**config.mk**
```make
export PLATFORM = sky130hd
export DESIGN_NAME = rv32i_pipeline
export DESIGN_NICKNAME = d
export VERILOG_FILES = /design/src/source/rv32i_types.sv /design/src/source/alu_branch.sv /design/src/source/control_memory.sv /design/src/source/forwarding_unit.sv /design/src/source/mem_access_proxy.sv /design/src/source/pipe_control.sv /design/src/source/regfile.sv /design/src/source/rv32i_pipeline.sv
export SDC_FILE = /design/constraint.sdc
export NUM_CORES = 2
export LEC_CHECK = 0
export BUFFER_PORTS_ARGS = -buffer_cell sky130_fd_sc_hd__buf_4
export CAP_MARGIN = 25
export CORE_MARGIN = 3
export CORE_UTILIZATION = 60
export CTS_BUF_LIST = sky130_fd_sc_hd__clkbuf_16
export CTS_CLUSTER_DIAMETER = 60
export DETAILED_ROUTE_END_ITERATION = 8
export PLACE_DENSITY = 0.76
export SYNTH_ARGS = -nofsm -noshare
export SYNTH_HDL_FRONTEND = slang
export SYNTH_SLANG_ARGS = --single-unit
```
**constraint.sdc**
```tcl
create_clock -name clk -period 24.6 [get_ports clk]
set_input_delay 2.46 -clock clk [delete_from_list [all_inputs] [get_ports clk]]
set_output_delay 2.46 -clock clk [all_outputs]
set_load 0.01 [all_outputs]
```
**src/source/rv32i_types.sv**
```systemverilog
package rv32i_types;

	typedef logic [31:0] rv32i_word;
	typedef logic [4:0] rv32i_reg;

	typedef enum logic [6:0] {
		op_lui   = 7'b0110111,
		op_auipc = 7'b0010111,
		op_jal   = 7'b1101111,
		op_jalr  = 7'b1100111,
		op_br    = 7'b1100011,
		op_load  = 7'b0000011,
		op_store = 7'b0100011,
		op_imm   = 7'b0010011,
		op_reg   = 7'b0110011
	} rv32i_opcode;

	typedef enum logic [3:0] {
		alu_add, alu_sub, alu_sll, alu_slt, alu_sltu,
		alu_xor, alu_srl, alu_sra, alu_or, alu_and
	} alu_ops;

	// Values follow the branch funct3 field
	typedef enum logic [2:0] {
		beq  = 3'b000,
		bne  = 3'b001,
		blt  = 3'b100,
		bge  = 3'b101,
		bltu = 3'b110,
		bgeu = 3'b111
	} branch_funct3;

	typedef enum logic [2:0] {
		rf_alu_out, rf_br_en, rf_u_imm, rf_lw, rf_pc_plus4
	} regfilemux_sel_t;

	typedef enum logic {
		am1_rs1, am1_pc
	} alumux1_sel_t;

	typedef enum logic [2:0] {
		am2_i_imm, am2_u_imm, am2_b_imm, am2_s_imm, am2_j_imm, am2_rs2
	} alumux2_sel_t;

	typedef struct packed {
		rv32i_opcode     opcode;
		alu_ops          aluop;
		branch_funct3    cmpop;
		alumux1_sel_t    alumux1_sel;
		alumux2_sel_t    alumux2_sel;
		regfilemux_sel_t regfilemux_sel;
		logic            cmpmux_sel;
		rv32i_reg        rs1;
		rv32i_reg        rs2;
		rv32i_reg        rd;
		rv32i_word       i_imm;
		rv32i_word       s_imm;
		rv32i_word       b_imm;
		rv32i_word       u_imm;
		rv32i_word       j_imm;
		logic            mem_read;
		logic            mem_write;
		logic            load_regfile;
		logic            jb_sel;
		logic            valid;
	} rv32i_control_word;

	localparam rv32i_word RESET_PC = 32'h0000_0000;
	localparam logic [3:0] DATA_WMASK = 4'b1111;
	localparam rv32i_control_word BUBBLE = '0;

	// Comparator second operand
	localparam logic CMPMUX_RS2 = 1'b0;
	localparam logic CMPMUX_I_IMM = 1'b1;

	// Operand sources in EX
	localparam logic [1:0] FWD_REG = 2'b00;
	localparam logic [1:0] FWD_MEM = 2'b01;
	localparam logic [1:0] FWD_WB = 2'b10;

endpackage : rv32i_types

```
**src/source/alu_branch.sv**
```systemverilog
module alu_branch (
	input  rv32i_types::rv32i_control_word ctrl,
	input  rv32i_types::rv32i_word         pc,
	input  rv32i_types::rv32i_word         rs1_out,
	input  rv32i_types::rv32i_word         rs2_out,
	input  rv32i_types::rv32i_word         mem_fwd,
	input  rv32i_types::rv32i_word         wb_fwd,
	input  logic [1:0]                     forwarding_sel1,
	input  logic [1:0]                     forwarding_sel2,
	output rv32i_types::rv32i_word         alu_out,
	output rv32i_types::rv32i_word         rs2_fwd,
	output rv32i_types::rv32i_word         jmp_pc,
	output logic                           cmp_out,
	output logic                           redirect
);
	import rv32i_types::*;

	rv32i_word rs1_fwd;
	rv32i_word a, b;
	rv32i_word cmp_b;

	always_comb begin
		case (forwarding_sel1)
			FWD_MEM: rs1_fwd = mem_fwd;
			FWD_WB:  rs1_fwd = wb_fwd;
			default: rs1_fwd = rs1_out;
		endcase
		case (forwarding_sel2)
			FWD_MEM: rs2_fwd = mem_fwd;
			FWD_WB:  rs2_fwd = wb_fwd;
			default: rs2_fwd = rs2_out;
		endcase
	end

	assign a = (ctrl.alumux1_sel == am1_pc) ? pc : rs1_fwd;

	always_comb begin
		case (ctrl.alumux2_sel)
			am2_u_imm: b = ctrl.u_imm;
			am2_b_imm: b = ctrl.b_imm;
			am2_s_imm: b = ctrl.s_imm;
			am2_j_imm: b = ctrl.j_imm;
			am2_rs2:   b = rs2_fwd;
			default:   b = ctrl.i_imm;
		endcase
	end

	always_comb begin
		case (ctrl.aluop)
			alu_sub:  alu_out = a - b;
			alu_sll:  alu_out = a << b[4:0];
			alu_slt:  alu_out = {31'b0, $signed(a) < $signed(b)};
			alu_sltu: alu_out = {31'b0, a < b};
			alu_xor:  alu_out = a ^ b;
			alu_srl:  alu_out = a >> b[4:0];
			alu_sra:  alu_out = $signed(a) >>> b[4:0];
			alu_or:   alu_out = a | b;
			alu_and:  alu_out = a & b;
			default:  alu_out = a + b;
		endcase
	end

	assign cmp_b = (ctrl.cmpmux_sel == CMPMUX_I_IMM) ? ctrl.i_imm : rs2_fwd;

	always_comb begin
		case (ctrl.cmpop)
			beq:     cmp_out = (rs1_fwd == cmp_b);
			bne:     cmp_out = (rs1_fwd != cmp_b);
			blt:     cmp_out = ($signed(rs1_fwd) < $signed(cmp_b));
			bge:     cmp_out = ($signed(rs1_fwd) >= $signed(cmp_b));
			bltu:    cmp_out = (rs1_fwd < cmp_b);
			default: cmp_out = (rs1_fwd >= cmp_b);
		endcase
	end

	// JALR target drops bit 0
	always_comb begin
		if (ctrl.opcode == op_jalr)
			jmp_pc = (rs1_fwd + ctrl.i_imm) & ~32'd1;
		else if (ctrl.opcode == op_jal)
			jmp_pc = pc + ctrl.j_imm;
		else
			jmp_pc = pc + ctrl.b_imm;
	end

	assign redirect = ctrl.jb_sel && ((ctrl.opcode != op_br) || cmp_out);

endmodule : alu_branch

```
**src/source/control_memory.sv**
```systemverilog
module control_memory (
	input  rv32i_types::rv32i_word         instr,
	output rv32i_types::rv32i_control_word ctrl
);
	import rv32i_types::*;

	rv32i_opcode opcode;
	logic [2:0] funct3;
	logic funct7_5;
	logic is_slt;
	alu_ops arith_op;

	assign opcode = rv32i_opcode'(instr[6:0]);
	assign funct3 = instr[14:12];
	assign funct7_5 = instr[30];
	assign is_slt = (funct3 == 3'b010) || (funct3 == 3'b011);

	// Bit 30 selects sub only for register ops, sra for both forms
	always_comb begin
		case (funct3)
			3'b000: arith_op = (opcode == op_reg && funct7_5) ? alu_sub : alu_add;
			3'b001: arith_op = alu_sll;
			3'b010: arith_op = alu_slt;
			3'b011: arith_op = alu_sltu;
			3'b100: arith_op = alu_xor;
			3'b101: arith_op = funct7_5 ? alu_sra : alu_srl;
			3'b110: arith_op = alu_or;
			default: arith_op = alu_and;
		endcase
	end

	always_comb begin
		ctrl = BUBBLE;
		ctrl.opcode = opcode;
		ctrl.aluop = alu_add;
		ctrl.cmpop = branch_funct3'(funct3);
		ctrl.alumux1_sel = am1_rs1;
		ctrl.alumux2_sel = am2_i_imm;
		ctrl.regfilemux_sel = rf_alu_out;
		ctrl.cmpmux_sel = CMPMUX_RS2;
		ctrl.rs1 = instr[19:15];
		// rs2 stays zero unless the instruction reads it
		ctrl.rs2 = '0;
		ctrl.rd = instr[11:7];
		ctrl.i_imm = {{21{instr[31]}}, instr[30:20]};
		ctrl.s_imm = {{21{instr[31]}}, instr[30:25], instr[11:7]};
		ctrl.b_imm = {{20{instr[31]}}, instr[7], instr[30:25], instr[11:8], 1'b0};
		ctrl.u_imm = {instr[31:12], 12'h000};
		ctrl.j_imm = {{12{instr[31]}}, instr[19:12], instr[20], instr[30:21], 1'b0};
		ctrl.valid = 1'b1;
		case (opcode)
			op_lui: begin
				ctrl.load_regfile = 1'b1;
				ctrl.regfilemux_sel = rf_u_imm;
			end
			op_auipc: begin
				ctrl.load_regfile = 1'b1;
				ctrl.alumux1_sel = am1_pc;
				ctrl.alumux2_sel = am2_u_imm;
			end
			op_jal, op_jalr: begin
				ctrl.load_regfile = 1'b1;
				ctrl.jb_sel = 1'b1;
				ctrl.regfilemux_sel = rf_pc_plus4;
			end
			op_br: begin
				ctrl.jb_sel = 1'b1;
				ctrl.rs2 = instr[24:20];
			end
			op_load: begin
				ctrl.mem_read = 1'b1;
				ctrl.load_regfile = 1'b1;
				ctrl.regfilemux_sel = rf_lw;
			end
			op_store: begin
				ctrl.mem_write = 1'b1;
				ctrl.alumux2_sel = am2_s_imm;
				ctrl.rs2 = instr[24:20];
			end
			op_imm, op_reg: begin
				ctrl.load_regfile = 1'b1;
				ctrl.aluop = arith_op;
				if (opcode == op_reg) begin
					ctrl.alumux2_sel = am2_rs2;
					ctrl.rs2 = instr[24:20];
				end
				// Set-less-than results come from the comparator
				if (is_slt) begin
					ctrl.cmpop = (funct3 == 3'b010) ? blt : bltu;
					ctrl.cmpmux_sel = (opcode == op_imm) ? CMPMUX_I_IMM : CMPMUX_RS2;
					ctrl.regfilemux_sel = rf_br_en;
				end
			end
			default: ctrl = BUBBLE;
		endcase
	end

endmodule : control_memory

```
**src/source/forwarding_unit.sv**
```systemverilog
module forwarding_unit (
	input  rv32i_types::rv32i_reg EX_rs1,
	input  rv32i_types::rv32i_reg EX_rs2,
	input  rv32i_types::rv32i_reg MEM_rd,
	input  rv32i_types::rv32i_reg WB_rd,
	input  logic                  MEM_writeback,
	input  logic                  WB_writeback,
	input  logic                  MEM_is_load,
	input  logic                  EX_uses_rs,
	output logic [1:0]            forwarding_sel1,
	output logic [1:0]            forwarding_sel2,
	output logic                  MEM_EX_rdata_hazard
);
	import rv32i_types::*;

	logic mem_hit1, mem_hit2;
	logic wb_hit1, wb_hit2;

	assign mem_hit1 = MEM_writeback && (MEM_rd != '0) && (MEM_rd == EX_rs1);
	assign mem_hit2 = MEM_writeback && (MEM_rd != '0) && (MEM_rd == EX_rs2);
	assign wb_hit1 = WB_writeback && (WB_rd != '0) && (WB_rd == EX_rs1);
	assign wb_hit2 = WB_writeback && (WB_rd != '0) && (WB_rd == EX_rs2);

	// Younger result in MEM wins over WB
	assign forwarding_sel1 = (mem_hit1 && !MEM_is_load) ? FWD_MEM :
		wb_hit1 ? FWD_WB : FWD_REG;
	assign forwarding_sel2 = (mem_hit2 && !MEM_is_load) ? FWD_MEM :
		wb_hit2 ? FWD_WB : FWD_REG;

	// Load data is not ready until WB
	assign MEM_EX_rdata_hazard = MEM_is_load && EX_uses_rs && (mem_hit1 || mem_hit2);

endmodule : forwarding_unit

```
**src/source/mem_access_proxy.sv**
```systemverilog
module mem_access_proxy (
	input  logic                   clk,
	input  logic                   rst_n,
	input  logic                   stage_read,
	input  logic                   stage_write,
	input  logic                   pipe_load,
	output logic                   mem_read,
	output logic                   mem_write,
	input  logic                   mem_resp,
	input  rv32i_types::rv32i_word mem_rdata,
	output rv32i_types::rv32i_word stage_rdata,
	output logic                   stage_resp
);
	import rv32i_types::*;

	typedef enum logic [1:0] {
		idle,
		busy,
		done
	} proxy_state_t;

	proxy_state_t state;
	rv32i_word rdata_q;
	logic request;

	assign request = stage_read | stage_write;
	// Strobe held from the first request cycle until resp
	assign mem_read = (state != done) && stage_read;
	assign mem_write = (state != done) && stage_write;
	assign stage_resp = (state == done);
	assign stage_rdata = rdata_q;

	always_ff @(posedge clk or negedge rst_n) begin
		if (!rst_n) begin
			state <= idle;
		end else begin
			case (state)
				idle: begin
					if (request)
						state <= mem_resp ? done : busy;
				end
				busy: begin
					if (mem_resp)
						state <= done;
				end
				default: begin
					// Wait for the pipeline to take the result
					if (pipe_load)
						state <= idle;
				end
			endcase
		end
	end

	always_ff @(posedge clk) begin
		if (mem_resp && state != done)
			rdata_q <= mem_rdata;
	end

endmodule : mem_access_proxy

```
**src/source/pipe_control.sv**
```systemverilog
module pipe_control (
	input  logic read_intr_stall,
	input  logic mem_access_stall,
	input  logic MEM_EX_rdata_hazard,
	input  logic redirect,
	output logic pc_load,
	output logic ID_load,
	output logic EX_load,
	output logic MEM_load,
	output logic WB_load,
	output logic IF_ID_flush,
	output logic MEM_flush
);

	logic stall;

	assign stall = read_intr_stall | mem_access_stall;

	always_comb begin
		pc_load = 1'b1;
		ID_load = 1'b1;
		EX_load = 1'b1;
		MEM_load = 1'b1;
		WB_load = 1'b1;
		IF_ID_flush = 1'b0;
		MEM_flush = 1'b0;
		if (stall) begin
			// Outstanding memory access freezes every stage
			pc_load = 1'b0;
			ID_load = 1'b0;
			EX_load = 1'b0;
			MEM_load = 1'b0;
			WB_load = 1'b0;
		end else if (MEM_EX_rdata_hazard) begin
			pc_load = 1'b0;
			ID_load = 1'b0;
			EX_load = 1'b0;
			MEM_flush = 1'b1;
		end else if (redirect) begin
			// Select sits in MEM, so the instruction leaving EX is wrong path too
			IF_ID_flush = 1'b1;
			MEM_flush = 1'b1;
		end
	end

endmodule : pipe_control

```
**src/source/regfile.sv**
```systemverilog
module regfile (
	input  logic                   clk,
	input  logic                   rst_n,
	input  logic                   load,
	input  rv32i_types::rv32i_reg  rd,
	input  rv32i_types::rv32i_word wdata,
	input  rv32i_types::rv32i_reg  rs1,
	input  rv32i_types::rv32i_reg  rs2,
	output rv32i_types::rv32i_word rs1_out,
	output rv32i_types::rv32i_word rs2_out
);
	import rv32i_types::*;

	rv32i_word regs [32];
	logic bypass1, bypass2;

	// x0 is never written, so it reads as zero after reset
	always_ff @(posedge clk or negedge rst_n) begin
		if (!rst_n) begin
			for (int i = 0; i < 32; i++)
				regs[i] <= '0;
		end else if (load && rd != '0) begin
			regs[rd] <= wdata;
		end
	end

	assign bypass1 = load && (rd != '0) && (rd == rs1);
	assign bypass2 = load && (rd != '0) && (rd == rs2);
	assign rs1_out = bypass1 ? wdata : regs[rs1];
	assign rs2_out = bypass2 ? wdata : regs[rs2];

endmodule : regfile

```
**src/source/rv32i_pipeline.sv**
```systemverilog
module rv32i_pipeline (
	input  logic                   clk,
	input  logic                   rst_n,
	output logic                   read_a,
	output logic                   write_a,
	output logic [3:0]             wmask_a,
	output rv32i_types::rv32i_word address_a,
	output rv32i_types::rv32i_word wdata_a,
	input  logic                   resp_a,
	input  rv32i_types::rv32i_word rdata_a,
	output logic                   read_b,
	output logic                   write_b,
	output logic [3:0]             wmask_b,
	output rv32i_types::rv32i_word address_b,
	output rv32i_types::rv32i_word wdata_b,
	input  logic                   resp_b,
	input  rv32i_types::rv32i_word rdata_b
);
	import rv32i_types::*;

	// Fetch
	rv32i_word pc;
	rv32i_word instr_rdata;
	logic instr_resp;
	logic pcmux_sel;

	// Decode
	rv32i_control_word decoded;
	rv32i_control_word ID_ctrl;
	rv32i_word ID_pc, ID_rs1_out, ID_rs2_out;

	// Execute
	rv32i_control_word EX_ctrl;
	rv32i_word EX_pc, EX_rs1_out, EX_rs2_out;
	rv32i_word EX_alu_out, EX_rs2_fwd, EX_jmp_pc;
	logic EX_cmp_out, EX_redirect, EX_uses_rs;
	logic [1:0] forwarding_sel1, forwarding_sel2;

	// Memory
	rv32i_control_word MEM_ctrl;
	rv32i_word MEM_pc, MEM_alu_out, MEM_rs2_out, MEM_jmp_pc;
	rv32i_word MEM_fwd, MEM_rdata;
	logic MEM_cmp_out, MEM_resp;

	// Writeback
	rv32i_control_word WB_ctrl;
	rv32i_word WB_pc, WB_alu_out, WB_rdata, WB_in;
	logic WB_cmp_out, wb_write;

	logic read_intr_stall, mem_access_stall, MEM_EX_rdata_hazard;
	logic pc_load, ID_load, EX_load, MEM_load, WB_load;
	logic IF_ID_flush, MEM_flush;

	assign address_a = pc;
	assign wdata_a = '0;
	assign wmask_a = 4'b0000;
	assign address_b = MEM_alu_out;
	assign wdata_b = MEM_rs2_out;
	assign wmask_b = DATA_WMASK;

	assign read_intr_stall = !instr_resp;
	assign mem_access_stall = (MEM_ctrl.mem_read | MEM_ctrl.mem_write) & !MEM_resp;
	assign EX_uses_rs = EX_ctrl.valid && (EX_ctrl.opcode != op_lui) &&
		(EX_ctrl.opcode != op_auipc) && (EX_ctrl.opcode != op_jal);
	assign wb_write = WB_load && WB_ctrl.load_regfile && (WB_ctrl.rd != '0);

	mem_access_proxy fetch_proxy (
		.clk, .rst_n,
		.stage_read(1'b1), .stage_write(1'b0), .pipe_load(ID_load),
		.mem_read(read_a), .mem_write(write_a), .mem_resp(resp_a), .mem_rdata(rdata_a),
		.stage_rdata(instr_rdata), .stage_resp(instr_resp)
	);

	mem_access_proxy data_proxy (
		.clk, .rst_n,
		.stage_read(MEM_ctrl.mem_read), .stage_write(MEM_ctrl.mem_write), .pipe_load(WB_load),
		.mem_read(read_b), .mem_write(write_b), .mem_resp(resp_b), .mem_rdata(rdata_b),
		.stage_rdata(MEM_rdata), .stage_resp(MEM_resp)
	);

	pipe_control pipe_ctrl (
		.read_intr_stall, .mem_access_stall, .MEM_EX_rdata_hazard, .redirect(pcmux_sel),
		.pc_load, .ID_load, .EX_load, .MEM_load, .WB_load, .IF_ID_flush, .MEM_flush
	);

	control_memory decoder (.instr(instr_rdata), .ctrl(decoded));

	regfile rf (
		.clk, .rst_n, .load(wb_write), .rd(WB_ctrl.rd), .wdata(WB_in),
		.rs1(ID_ctrl.rs1), .rs2(ID_ctrl.rs2), .rs1_out(ID_rs1_out), .rs2_out(ID_rs2_out)
	);

	alu_branch ex_unit (
		.ctrl(EX_ctrl), .pc(EX_pc), .rs1_out(EX_rs1_out), .rs2_out(EX_rs2_out),
		.mem_fwd(MEM_fwd), .wb_fwd(WB_in), .forwarding_sel1, .forwarding_sel2,
		.alu_out(EX_alu_out), .rs2_fwd(EX_rs2_fwd), .jmp_pc(EX_jmp_pc),
		.cmp_out(EX_cmp_out), .redirect(EX_redirect)
	);

	forwarding_unit fwd (
		.EX_rs1(EX_ctrl.rs1), .EX_rs2(EX_ctrl.rs2), .MEM_rd(MEM_ctrl.rd), .WB_rd(WB_ctrl.rd),
		.MEM_writeback(MEM_ctrl.load_regfile), .WB_writeback(WB_ctrl.load_regfile),
		.MEM_is_load(MEM_ctrl.mem_read), .EX_uses_rs,
		.forwarding_sel1, .forwarding_sel2, .MEM_EX_rdata_hazard
	);

	// Control state
	always_ff @(posedge clk or negedge rst_n) begin
		if (!rst_n) begin
			pc <= RESET_PC;
			ID_ctrl <= BUBBLE;
			EX_ctrl <= BUBBLE;
			MEM_ctrl <= BUBBLE;
			WB_ctrl <= BUBBLE;
			pcmux_sel <= 1'b0;
		end else begin
			if (pc_load)
				pc <= pcmux_sel ? MEM_jmp_pc : pc + 32'd4;
			if (ID_load)
				ID_ctrl <= IF_ID_flush ? BUBBLE : decoded;
			if (EX_load)
				EX_ctrl <= IF_ID_flush ? BUBBLE : ID_ctrl;
			if (MEM_load) begin
				MEM_ctrl <= MEM_flush ? BUBBLE : EX_ctrl;
				pcmux_sel <= MEM_flush ? 1'b0 : EX_redirect;
			end
			if (WB_load)
				WB_ctrl <= MEM_ctrl;
		end
	end

	// Stage payloads
	always_ff @(posedge clk) begin
		if (ID_load)
			ID_pc <= pc;
		if (EX_load) begin
			EX_pc <= ID_pc;
			EX_rs1_out <= ID_rs1_out;
			EX_rs2_out <= ID_rs2_out;
		end else if (wb_write) begin
			// Held operand picks up a writer that retires during a load-use stall
			if (WB_ctrl.rd == EX_ctrl.rs1)
				EX_rs1_out <= WB_in;
			if (WB_ctrl.rd == EX_ctrl.rs2)
				EX_rs2_out <= WB_in;
		end
		if (MEM_load) begin
			MEM_pc <= EX_pc;
			MEM_alu_out <= EX_alu_out;
			MEM_rs2_out <= EX_rs2_fwd;
			MEM_cmp_out <= EX_cmp_out;
			MEM_jmp_pc <= EX_jmp_pc;
		end
		if (WB_load) begin
			WB_pc <= MEM_pc;
			WB_alu_out <= MEM_alu_out;
			WB_cmp_out <= MEM_cmp_out;
			WB_rdata <= MEM_rdata;
		end
	end

	// Load data is never forwarded from MEM
	always_comb begin
		case (MEM_ctrl.regfilemux_sel)
			rf_br_en:    MEM_fwd = {31'b0, MEM_cmp_out};
			rf_u_imm:    MEM_fwd = MEM_ctrl.u_imm;
			rf_pc_plus4: MEM_fwd = MEM_pc + 32'd4;
			default:     MEM_fwd = MEM_alu_out;
		endcase
	end

	always_comb begin
		case (WB_ctrl.regfilemux_sel)
			rf_br_en:    WB_in = {31'b0, WB_cmp_out};
			rf_u_imm:    WB_in = WB_ctrl.u_imm;
			rf_lw:       WB_in = WB_rdata;
			rf_pc_plus4: WB_in = WB_pc + 32'd4;
			default:     WB_in = WB_alu_out;
		endcase
	end

endmodule : rv32i_pipeline

```
==> results.json <==
{
  "dpl.hpwl_microns": 241000,
  "most-common-layout-cells": "nand2_1 (1,568), o21ai_0 (1,333), dfrtp_1 (1,220), mux4_2 (644), edfxtp_1 (418)",
  "fin_nets": 8749,
  "vias": 76500,
  "fin_cells": 10700,
  "layout_commonest_cell": "nand2_1",
  "gp_congestion": 1.06,
  "grt_pass1_wl_microns": 512000,
  "dpl-instance-area_sq_mm": 0.0958,
  "worstPathMaxFanout": 59,
  "finalHoldViolations": 0,
  "drt-pass1-iter-count": 6,
  "fmax_mhz": 129,
  "drive_gt1_share_pct": 17.8,
  "ioPinCount": 208,
  "grt_max_degree": 190,
  "critical_path_class": "reg -> reg",
  "ys_seq_area_share_pct": 46.7,
  "worst_ep_arrival_time_ps": 8310,
  "root_buffer": "clkbuf_16",
  "slew_viol_final": 0,
  "power.internal_w": 0.00637,
  "core_area_sq_mm": 0.153,
  "cts_made_buffers": 178,
  "netlist.area_leader.share_pct": 33.2,
  "slew_headroom_pct": 14.9,
  "worstPathRequired_ps": 25140,
  "regMostFlops": "rf.regs",
  "path_delay_family": "compound AO/OA/AOI/OAI gates",
  "cp-end-kind": "flop",
  "worstSetupStartpointType": "flop",
  "pwr-share-comb_pct": 42.2,
  "min_period_ps": 7770,
  "h-tree-depth": 4,
  "rows": 143,
  "cts_tree": "built",
  "yosys.area.top_type": "dfrtp_1",
  "initial_core_util_pct": 60.8,
  "power_frac_seq_pct": 33.9,
  "synth_ff_type": "dfrtp_1",
  "status": "finished clean",
  "cellLeakagePower_nw": 41.4,
  "clk_path_buf_depth": 3,
  "synth_seq_cells": 1651,
  "area_growth_pct": 10.1,
  "synth_edf_count": 418,
  "maxCapViolations": 0,
  "postCtsSetupBuffers": 0,
  "final-setup-viol-count": 0,
  "clockPowerShare_pct": 23.9,
  "clkLatencyLatePin_ps": 860,
  "grt_pass1_vias": 73900,
  "cts.clk_slew.worst_paths_ps": 60,
  "power.density_mw_per_mm2": 113,
  "worst-path-buf-inv": 5,
  "placed_cells_incl_taps": 10300,
  "largest_register_ffs": 1024,
  "overflow": 0,
  "viasPerCell": 7.17,
  "dieArea_sq_mm": 0.160,
  "rsz0062_at_grt": "no",
  "yosys_warnings": 0,
  "avgSynthCellArea_sq_um": 10.7,
  "p_sw_share_pct": 45.0,
  "hp-class": "reg -> reg",
  "crit_path_max_incr_delay_ps": 690,
  "worst_pin_slew_ps": 1280,
  "fillers": 11200,
  "drcViolationCount": 0,
  "crit_path_top_delay_cell": "nand2b_1",
  "crit_chain": "buf_4, nand2b_1, o32a_1, o221ai_2, buf_4, mux2_2, o21a_2, inv_2, buf_4, ha_1, inv_1, fa_1, nand2b_1, a21oi_1, o21bai_1, a21o_1, a21oi_1, a21oi_1, o31a_1, o21ai_0, a2111oi_0, o31ai_1, or4b_1",
  "die_x_microns": 400,
  "clock-sinks": 1651,
  "finalClockSkew_ps": 86.9,
  "ys_types": 114,
  "tns_ps": 0,
  "yosys-top-cells-area": "dfrtp_1 (33%), mux4_2 (16%), edfxtp_1 (13%)",
  "ant_nets": 0,
  "syn_inst": 8667,
  "wirelength_microns": 356000,
  "fin_area_sq_mm": 0.102,
  "antenna_found_initial": 17,
  "drt_iter0_drc": 10900,
  "die_y_microns": 400,
  "holdBufCountCts": 0,
  "vdd_drop_max_v": 0.0000827,
  "syn_area_sq_mm": 0.0930,
  "io_buffer_count": 166,
  "reg_top3": "rf.regs (1024), EX_ctrl (56), ID_ctrl (56)",
  "routedWlPerCell_microns": 33.3,
  "grt_usage_pct": 44.4,
  "finalCritPeriodShare_pct": 31.6,
  "cts_resized": 0,
  "synthArstFlopShare_pct": 74.7,
  "switchingPower_w": 0.00521
}
synthesized netlist by cell type, types with 41 or more instances:
master    number
nand3_1       89
a31oi_1       42
a21o_1        84
nor3_1        74
edfxtp_1     418
a22oi_1       41
a22o_1        94
a211oi_1      47
dfrtp_1     1233
buf_4         55
xor2_1        46
xnor2_1       73
clkbuf_1     614
mux4_2       644
buf_2         42
ha_1         192
o21ai_0     1335
nand2_1     1601
a21oi_1      321
buf_1         80
mux2i_1      187
o211ai_1      57
nor2_1       311
mux2_2        73
inv_1        157
kinds of logic (layout without fill, tap and decap cells):
| kind of cell | count (synthesis) | count (layout) | share of synthesized area (%) |
|---|---|---|---|
| compound gates | 2445 | 2445 | 15.9 |
| xor+xnor | 119 | 119 | 1.12 |
| fa+ha+maj | 203 | 203 | 2.75 |
| buf+inv | 959 | 891 | 4.17 |
| flops | 1651 | 1651 | 46.7 |
| mux | 906 | 906 | 18.5 |
| other cells | 2 | 54 | 0.00808 |
| simple gates | 2382 | 2382 | 10.9 |
power groups by stage:
| stage | registers, W | logic (W) | clock network (W) |
|---|---|---|---|
| final | 0.00393 | 0.00489 | 0.00276 |
| after global routing | 0.00392 | 0.00512 | 0.00289 |
| after CTS | 0.00389 | 0.00469 | 0.00277 |
| after detailed placement | 0.00393 | 0.00467 | 0 |
| after global placement | 0.00393 | 0.00464 | 0 |
| after floorplan | 0.00361 | 0.00288 | 0 |
per-stage QoR:
stage,utilization [%],hold WS [ps],total power (W),setup WS (ps)
floorplan,-,400,0.00650,16580
global placement,62.5,376,0.00857,16860
detailed placement,62.6,383,0.00860,17000
CTS,66.6,397,0.0114,16940
global route,66.9,408,0.0119,16410
finish,66.9,399,0.0116,16830
per-layer routing:
metal / part of all wire [%] / GRT usage [%]
met5: 0.016 / 0
met4: 7.9 / 29.9
met3: 12 / 10.7
met2: 45 / 65.8
met1: 36 / 58.7
area by class of cell:
| cell class | count | area (sq um) | area share, % |
|---|---|---|---|
| clock inverter | 152 | 1490 | 1.45 |
| timing repair buffer | 392 | 3380 | 3.30 |
| multi-input combinational | 6096 | 46300 | 45.2 |
| inverter | 166 | 632 | 0.617 |
| sequential | 1651 | 43400 | 42.5 |
| tap | 2030 | 2540 | 2.48 |
| clock buffer | 181 | 4530 | 4.43 |
| antenna | 13 | 32.5 | 0.0318 |
path summary, 6_finish.rpt:
kind | start | endpoint | slack [ps] | depth (start not counted)
setup / recovery | WB_ctrl[183] | address_b[30] | 16830 | 23
hold / removal | rf.regs[1014] | rf.regs[1014] | 400 | 0
setup reg to reg | WB_ctrl[183] | address_b[30] | 16830 | 23
hold reg to reg | rf.regs[1014] | rf.regs[1014] | 400 | 0
max in group asynchronous | rst_n | rf.regs[248] | 18420 | 7
min in group asynchronous | rst_n | rf.regs[718] | 1580 | 1
worst register-to-register path, stage by stage, from the launching register on:
cell       delay [ps]
dfrtp_2           430
buf_4             510
nand2b_1          700
o32a_1            290
o221ai_2          170
buf_4             310
mux2_2            330
o21a_2            260
inv_2             120
buf_4             550
ha_1              400
inv_1              80
fa_1              460
nand2b_1          160
a21oi_1           200
o21bai_1          110
a21o_1            210
a21oi_1           290
a21oi_1           230
o31a_1            360
o21ai_0           490
a2111oi_0         200
o31ai_1           210
or4b_1            450
No activity file was read; power rests on OpenSTA's default activity.
